<file path="src/common/dmc_trace_pkg.sv">
/*
  Trace and controller-interface definitions. Widths are fixed here, since the
  packed trace entry depends on them. A set mask bit enables its byte.
*/

`default_nettype none

package dmc_trace_pkg;

    ////////////////////////////////////////////////////////////////////////////
    // Widths
    ////////////////////////////////////////////////////////////////////////////

    localparam int DATA_WIDTH    = 32;
    localparam int MASK_WIDTH    = DATA_WIDTH / 8;
    localparam int ADDR_WIDTH    = 10;
    localparam int PAYLOAD_WIDTH = DATA_WIDTH + MASK_WIDTH;

    // Controller commands in the low codes, trace-only codes above
    typedef enum logic [3:0] {
        WR  = 4'h0,
        RD  = 4'h1,
        RP  = 4'h2,
        WP  = 4'h3,
        TWD = 4'h8,
        TWT = 4'h9,
        TNP = 4'ha,
        TEX = 4'hf
    } app_cmd_e;

    ////////////////////////////////////////////////////////////////////////////
    // Trace entry
    ////////////////////////////////////////////////////////////////////////////

    typedef struct packed {
        logic [PAYLOAD_WIDTH-ADDR_WIDTH-1:0] pad;
        logic [ADDR_WIDTH-1:0]               addr;
    } cmd_payload_s;

    typedef struct packed {
        logic [DATA_WIDTH-1:0] data;
        logic [MASK_WIDTH-1:0] mask;
    } wdata_payload_s;

    typedef union packed {
        cmd_payload_s   cmd;
        wdata_payload_s wdata;
    } trace_payload_u;

    // 4-bit command over a 36-bit payload
    typedef struct packed {
        app_cmd_e       app_cmd;
        trace_payload_u payload;
    } trace_entry_s;

    ////////////////////////////////////////////////////////////////////////////
    // Controller user interface
    ////////////////////////////////////////////////////////////////////////////

    typedef struct packed {
        app_cmd_e              cmd;
        logic [ADDR_WIDTH-1:0] addr;
        logic                  en;
    } ui_cmd_s;

    // last marks the final beat of a write burst
    typedef struct packed {
        logic [DATA_WIDTH-1:0] data;
        logic [MASK_WIDTH-1:0] mask;
        logic                  wren;
        logic                  last;
    } ui_wdf_s;

    typedef struct packed {
        logic [DATA_WIDTH-1:0] data;
        logic                  valid;
        logic                  last;
    } ui_rd_s;

endpackage

`default_nettype wire

</file>
<file path="src/source/sync_fifo.sv">
/*
  Circular-buffer FIFO, DEPTH of 2 or more. yumi_i must only be raised
  while v_o is high. Pushes into a full FIFO are ignored.
*/

`timescale 1ns/10ps
`default_nettype none

module sync_fifo #(
    parameter int WIDTH = 8,
    parameter int DEPTH = 4
) (
    input  wire logic             clk_i,
    input  wire logic             reset_i,

    input  wire logic [WIDTH-1:0] data_i,
    input  wire logic             v_i,
    output      logic             ready_o,

    output      logic [WIDTH-1:0] data_o,
    output      logic             v_o,
    input  wire logic             yumi_i
);

    localparam int PTR_W = $clog2(DEPTH);
    localparam int CNT_W = $clog2(DEPTH + 1);

    logic [WIDTH-1:0] mem [DEPTH];
    logic [PTR_W-1:0] wptr_r;
    logic [PTR_W-1:0] rptr_r;
    logic [CNT_W-1:0] count_r;
    logic             push;
    logic             pop;

    assign ready_o = (count_r != CNT_W'(DEPTH));
    assign v_o     = (count_r != '0);
    assign push    = v_i & ready_o;
    assign pop     = yumi_i & v_o;
    assign data_o  = mem[rptr_r];

    // Storage array
    always_ff @(posedge clk_i) begin
        if (push) begin
            mem[wptr_r] <= data_i;
        end
    end

    always_ff @(posedge clk_i) begin
        if (reset_i) begin
            wptr_r  <= '0;
            rptr_r  <= '0;
            count_r <= '0;
        end else begin
            if (push) begin
                // Explicit wrap, DEPTH need not be a power of two
                wptr_r <= (wptr_r == PTR_W'(DEPTH - 1)) ? '0 : wptr_r + 1'b1;
            end
            if (pop) begin
                rptr_r <= (rptr_r == PTR_W'(DEPTH - 1)) ? '0 : rptr_r + 1'b1;
            end
            if (push && !pop) begin
                count_r <= count_r + 1'b1;
            end else if (pop && !push) begin
                count_r <= count_r - 1'b1;
            end
        end
    end

endmodule

`default_nettype wire

</file>
<file path="src/trace_replay/ui_trace_replay.sv">
/*
  Collects trace entries until TEX, then drains them onto the controller UI.
  A trace FIFO that fills before TEX arrives blocks until reset.
*/

`timescale 1ns/10ps
`default_nettype none

module ui_trace_replay
    import dmc_trace_pkg::*;
#(
    parameter int TFIFO_DEPTH = 16,
    parameter int RFIFO_DEPTH = 8,
    parameter int BURST_LEN   = 4
) (
    input  wire logic                  clk_i,
    input  wire logic                  reset_i,

    // Trace entries from the producer
    input  wire trace_entry_s          trace_data_i,
    input  wire logic                  trace_v_i,
    output      logic                  trace_ready_o,

    // Read beats to the consumer
    output      logic [DATA_WIDTH-1:0] rd_data_o,
    output      logic                  rd_v_o,
    input  wire logic                  rd_yumi_i,

    // Controller user interface
    output      ui_cmd_s               ui_cmd_o,
    input  wire logic                  app_rdy_i,
    output      ui_wdf_s               ui_wdf_o,
    input  wire logic                  app_wdf_rdy_i,
    input  wire ui_rd_s                ui_rd_i
);

    localparam int CREDIT_W = $clog2(RFIFO_DEPTH + 1);

    typedef enum logic {
        REPLAY_FILL,
        REPLAY_DRAIN
    } replay_state_e;

    replay_state_e state_r;
    replay_state_e state_n;

    trace_entry_s         head;
    logic                 tf_v_in;
    logic                 tf_ready;
    logic                 tf_v_out;
    logic                 tf_yumi;
    logic [CREDIT_W-1:0]  credit_r;
    logic                 read_avail;
    logic                 rd_accept;

    ////////////////////////////////////////////////////////////////////////////
    // Trace and read-return buffers
    ////////////////////////////////////////////////////////////////////////////

    sync_fifo #(
        .WIDTH ($bits(trace_entry_s)),
        .DEPTH (TFIFO_DEPTH)
    ) trace_fifo0 (
        .clk_i   (clk_i),
        .reset_i (reset_i),
        .data_i  (trace_data_i),
        .v_i     (tf_v_in),
        .ready_o (tf_ready),
        .data_o  (head),
        .v_o     (tf_v_out),
        .yumi_i  (tf_yumi)
    );

    // Room is guaranteed by the credit count
    sync_fifo #(
        .WIDTH (DATA_WIDTH),
        .DEPTH (RFIFO_DEPTH)
    ) read_fifo0 (
        .clk_i   (clk_i),
        .reset_i (reset_i),
        .data_i  (ui_rd_i.data),
        .v_i     (ui_rd_i.valid),
        .ready_o (),
        .data_o  (rd_data_o),
        .v_o     (rd_v_o),
        .yumi_i  (rd_yumi_i)
    );

    ////////////////////////////////////////////////////////////////////////////
    // Head decode and drain control
    ////////////////////////////////////////////////////////////////////////////

    wire is_write = head.app_cmd inside {WR, WP};
    wire is_read  = head.app_cmd inside {RD, RP};
    wire is_wdata = head.app_cmd inside {TWD, TWT};
    // TNP, and any stray code, retires without action
    wire is_skip  = !(is_write || is_read || is_wdata);

    assign read_avail = (credit_r >= CREDIT_W'(BURST_LEN));
    assign rd_accept  = ui_cmd_o.en & app_rdy_i & is_read;

    always_comb begin
        state_n        = state_r;
        trace_ready_o  = 1'b0;
        tf_v_in        = 1'b0;
        tf_yumi        = 1'b0;

        ui_cmd_o.cmd   = head.app_cmd;
        ui_cmd_o.addr  = head.payload.cmd.addr;
        ui_cmd_o.en    = 1'b0;
        ui_wdf_o.data  = head.payload.wdata.data;
        ui_wdf_o.mask  = head.payload.wdata.mask;
        ui_wdf_o.wren  = 1'b0;
        ui_wdf_o.last  = 1'b0;

        case (state_r)
            REPLAY_FILL: begin
                trace_ready_o = tf_ready;
                tf_v_in = trace_v_i & (trace_data_i.app_cmd != TEX);
                if (trace_v_i && tf_ready && trace_data_i.app_cmd == TEX) begin
                    state_n = REPLAY_DRAIN;
                end
            end
            REPLAY_DRAIN: begin
                ui_cmd_o.en   = tf_v_out & (is_write | (is_read & read_avail));
                ui_wdf_o.wren = tf_v_out & is_wdata;
                ui_wdf_o.last = tf_v_out & (head.app_cmd == TWT);
                tf_yumi = tf_v_out & ((ui_cmd_o.en & app_rdy_i)
                                    | (ui_wdf_o.wren & app_wdf_rdy_i)
                                    | is_skip);
                // Back to fill once everything has gone out
                if (!tf_v_out) begin
                    state_n = REPLAY_FILL;
                end
            end
            default: begin
                state_n = REPLAY_FILL;
            end
        endcase
    end

    always_ff @(posedge clk_i) begin
        if (reset_i) begin
            state_r <= REPLAY_FILL;
        end else begin
            state_r <= state_n;
        end
    end

    // Free read-buffer slots
    always_ff @(posedge clk_i) begin
        if (reset_i) begin
            credit_r <= CREDIT_W'(RFIFO_DEPTH);
        end else begin
            credit_r <= credit_r
                      - (rd_accept ? CREDIT_W'(BURST_LEN) : '0)
                      + (rd_yumi_i ? CREDIT_W'(1) : '0);
        end
    end

endmodule

`default_nettype wire

</file>
<file path="config.mk">
export PLATFORM = sky130hd
export DESIGN_NAME = ui_trace_replay
export DESIGN_NICKNAME = d
export VERILOG_FILES = /design/src/common/dmc_trace_pkg.sv /design/src/source/sync_fifo.sv /design/src/trace_replay/ui_trace_replay.sv
export SDC_FILE = /design/constraint.sdc
export NUM_CORES = 1
export LEC_CHECK = 0
export BUFFER_PORTS_ARGS = -buffer_cell sky130_fd_sc_hd__buf_4
export CORE_MARGIN = 5
export CORE_UTILIZATION = 61
export DETAILED_ROUTE_END_ITERATION = 12
export GPL_ROUTABILITY_DRIVEN = 0
export PLACE_DENSITY = 0.79
export REMOVE_ABC_BUFFERS = 1
export SLEW_MARGIN = 20
export SYNTH_ARGS = -nofsm -noshare
export SYNTH_HDL_FRONTEND = slang
export SYNTH_SLANG_ARGS = --single-unit
</file>
<file path="constraint.sdc">
create_clock -name clk_i -period 5.6 [get_ports clk_i]
set_input_delay 0.56 -clock clk_i [delete_from_list [all_inputs] [get_ports clk_i]]
set_output_delay 0.56 -clock clk_i [all_outputs]
set_load 0.03 [all_outputs]
</file>
==> results.ini <==
[outcome]
status = finished clean

[sta]
rsz0062_at_grt = no
timing.fmax_mhz = 209
worst_slew_pin_slew_ps = 1110
layout_worst_path_cycle_share_pct = 85.6
final.setup_skew_ps = 22.6
period_minus_slack_ps = 4800
setup-violations-final = 0
slew_headroom_pct = 25.8
slew_viol_final = 0
layout_setup_ws_ps = 805
holdWs_ps = 149
hold_viol_final = 0

[synthesis]
yosys.area_share.adder_pct = 0.887
synth_top_family_by_area = multiplexers
yosys_warnings = 0
yosysMostFrequentCell = edfxtp_1
synth_compound_area_share_pct = 0.831
async_reset_ff_share_pct = 0
avgSynthCellArea_um2 = 23.6
ys_ff_latch = 931
yosysSeqAreaShare_pct = 77.7
ys_top_cells_by_count = edfxtp_1 (896), mux4_2 (259), clkbuf_1 (42)
synth_xor_xnor_area_share_pct = 0.296
netlist.top_cell.by_area = edfxtp_1
synth.distinct_cells = 48
synthTopCellsByArea = edfxtp_1 (76%), mux4_2 (16%), dfxtp_1 (2.0%), mux2_2 (1.0%), ha_1 (0.77%)
ys.flop_type = edfxtp_1
syn_inst = 1508
synth.area.mux_share_pct = 17.9
yosys.area.top_type_share_pct = 75.7
synth_edf_count = 896
synth-simple-area-share_pct = 1.28
syn_area_mm2 = 0.0356

[worst_hold_path]
min-delay-start = ui_rd_i[18]
whs_endpoint = read_fifo0.mem[3][16]$_DFFE_PP_
hp-class = input port to flop
whs_path_depth = 1

[global_route]
grt_max_degree = 81
top_usage_layer = met2
met3_usage_pct = 5.32
first_global_vias = 17300
grt_usage_pct = 23.9
overflow = 0
grt_use_met1_pct = 31.3
antenna_found_initial = 5
grtUsageMet2_pct = 41.7
grt_first_pass_wirelength_um = 111000

[floorplan]
initial_core_util_pct = 61.6
dieHeight_um = 251
io_pins = 167
core-area_mm2 = 0.0577
die-area_mm2 = 0.0632
die_x_um = 251
rows = 88

[placed_design]
dp.cells = 2405
io_buffers = 165
hpwlAfterDp_um = 40300
dp_worst_setup_slack_ps = 1220

[worst_setup_path]
r2r_cells = 14
arrival_ps = 4240
worst_setup_path_start_kind = flop
rr_endpoint = trace_fifo0.count_r[4]$_SDFFE_PP0P_
critPathCaptureType = primary output
cp_max_fo = 47
criticalPathCategory = flop to primary output
required_ps = 5040
r2r_setup_slack_ps = 1180

[route]
num_vias = 16400
finalWirelength_um = 75000
drt_iter0_markers = 1629
drtPass1Iterations = 5
antenna_left = 0
drc = 0
avgViaCountPerCell = 6.37
wl_per_cell_um = 29.2

[clocking]
clock_path_buffers = 3
cts_max_level = 3
root_buffer = clkbuf_16
clock_latency_ps = 640
cts_buffers = 88
cts_resized = 0
clock-sinks = 931
cts_setup_buffers = 0
cts_tree = yes
cts_hold_buffers = 0
clk_pin_slew_ps = 60

[power]
swShare_pct = 23.7
p_per_area_mw_per_mm2 = 387
power.internal_uw = 12100
ir_worst_vdd_mv = 0.397
p_clk_share_pct = 36.9
switchingPower_uw = 3730
p_leak_uw = 0.0130
p_comb_share_pct = 12.1
p_seq_share_pct = 51.1

[layout]
multi_input_area_mm2 = 0.00767
drive_gt1_share_pct = 36.7
final_cells = 2572
layout.area.seq_mm2 = 0.0276
fill_cells = 3273
nNetsFinal = 1834
area_growth_pct = 14.6

[flow_run]
cap_violations = 0

[cell usage in the layout, fill, tap and decap left out, types with 3 or more instances in the layout]
master / synthesis / routed
ha_1: 22 / 22
inv_1: 13 / 12
clkbuf_8: 0 / 9
nand3_1: 6 / 6
mux2_2: 32 / 32
diode_2: 0 / 5
mux2i_1: 14 / 14
a21oi_1: 17 / 17
clkbuf_16: 0 / 90
a31oi_1: 3 / 3
nor3_2: 0 / 8
nor2b_1: 4 / 4
clkinv_2: 0 / 14
nand2b_1: 6 / 6
bufinv_16: 0 / 5
buf_4: 12 / 209
nor3_1: 12 / 4
edfxtp_1: 896 / 896
inv_6: 0 / 3
a21o_1: 6 / 6
dfxtp_1: 35 / 30
nor2_1: 40 / 25
nor2_4: 0 / 12
clkinv_1: 0 / 14
dfxtp_4: 0 / 3
clkbuf_1: 42 / 23
mux4_2: 259 / 259
o21ai_0: 4 / 4
nand2_1: 15 / 15
xor2_1: 6 / 6
nor2_2: 0 / 3
xnor2_1: 6 / 6
[how the worst max path moves through the flow]
| stage | from | endpoint | slack [ps] | cells after the start |
|---|---|---|---|---|
| finish | flop | ui_cmd_o[7] | 800 | 5 |
| detailed placement | flop | trace_fifo0.count_r[4]$_SDFFE_PP0P_ | 1220 | 14 |
| CTS | flop | ui_cmd_o[7] | 640 | 5 |
| floorplan | flop | trace_fifo0.count_r[4]$_SDFFE_PP0P_ | -4720 | 14 |
| global placement | flop | trace_fifo0.count_r[4]$_SDFFE_PP0P_ | 1340 | 14 |
| global route | flop | ui_cmd_o[7] | 420 | 5 |
[final cells by class]
type,instances,share of cell area [%]
clock inverters,40,0.903
well taps,765,2.35
clock buffers,122,6.04
flip-flops and latches,931,67.8
inverters,13,0.123
diodes,5,0.0307
repair buffers,211,3.93
multi-input cells,485,18.8
[critical path: stages (launching register included)]
cell and delay, ps:
dfxtp_4 790, buf_4 820, buf_4 580, mux4_2 620
mux4_2 540, buf_4 200
[stage by stage]
step	cell area [um2]	TNS [ps]	utilization, %	total power [uW]
after floorplan	35200	-210310	-	9470
after global placement	37900	0	65.7	10000
after detailed placement	37900	0	65.7	10100
after CTS	40700	0	70.6	15900
after global routing	40700	0	70.6	16300
final	40700	0	70.6	15800
[flip-flops by register name, indices dropped and copies added, names as in the netlist, named ones only]
signal and count:
trace_fifo0.mem 640, read_fifo0.mem 256, trace_fifo0.count_r 5, credit_r 4, read_fifo0.count_r 4, trace_fifo0.rptr_r 4
trace_fifo0.wptr_r 4, read_fifo0.rptr_r 3, read_fifo0.wptr_r 3, state_r 1
[cell families after synthesis]
kind of cell	after synthesis
flops	931
simple gates	97
compound gates	45
xor+xnor	12
mux	307
fa+ha+maj	24
buf+inv	92
[per-layer routing]
metal	wire (um)	part of all wire (%)	vias up
li1	-	-	6842
met2	39900	53	660
met3	5250	7.0	147
met1	27900	37	8743
met4	1960	2.6	2
met5	13	0.017	-
[power groups by stage]
stage                     clock network, uW  logic (uW)  registers [uW]
final                                  5820        1910            8060
after floorplan                           0        1250            8220
after global placement                    0        1860            8190
after detailed placement                  0        1920            8210
after global routing                   6220        2040            8090
after CTS                              5890        1930            8070
(Power assumes the default switching activity.)
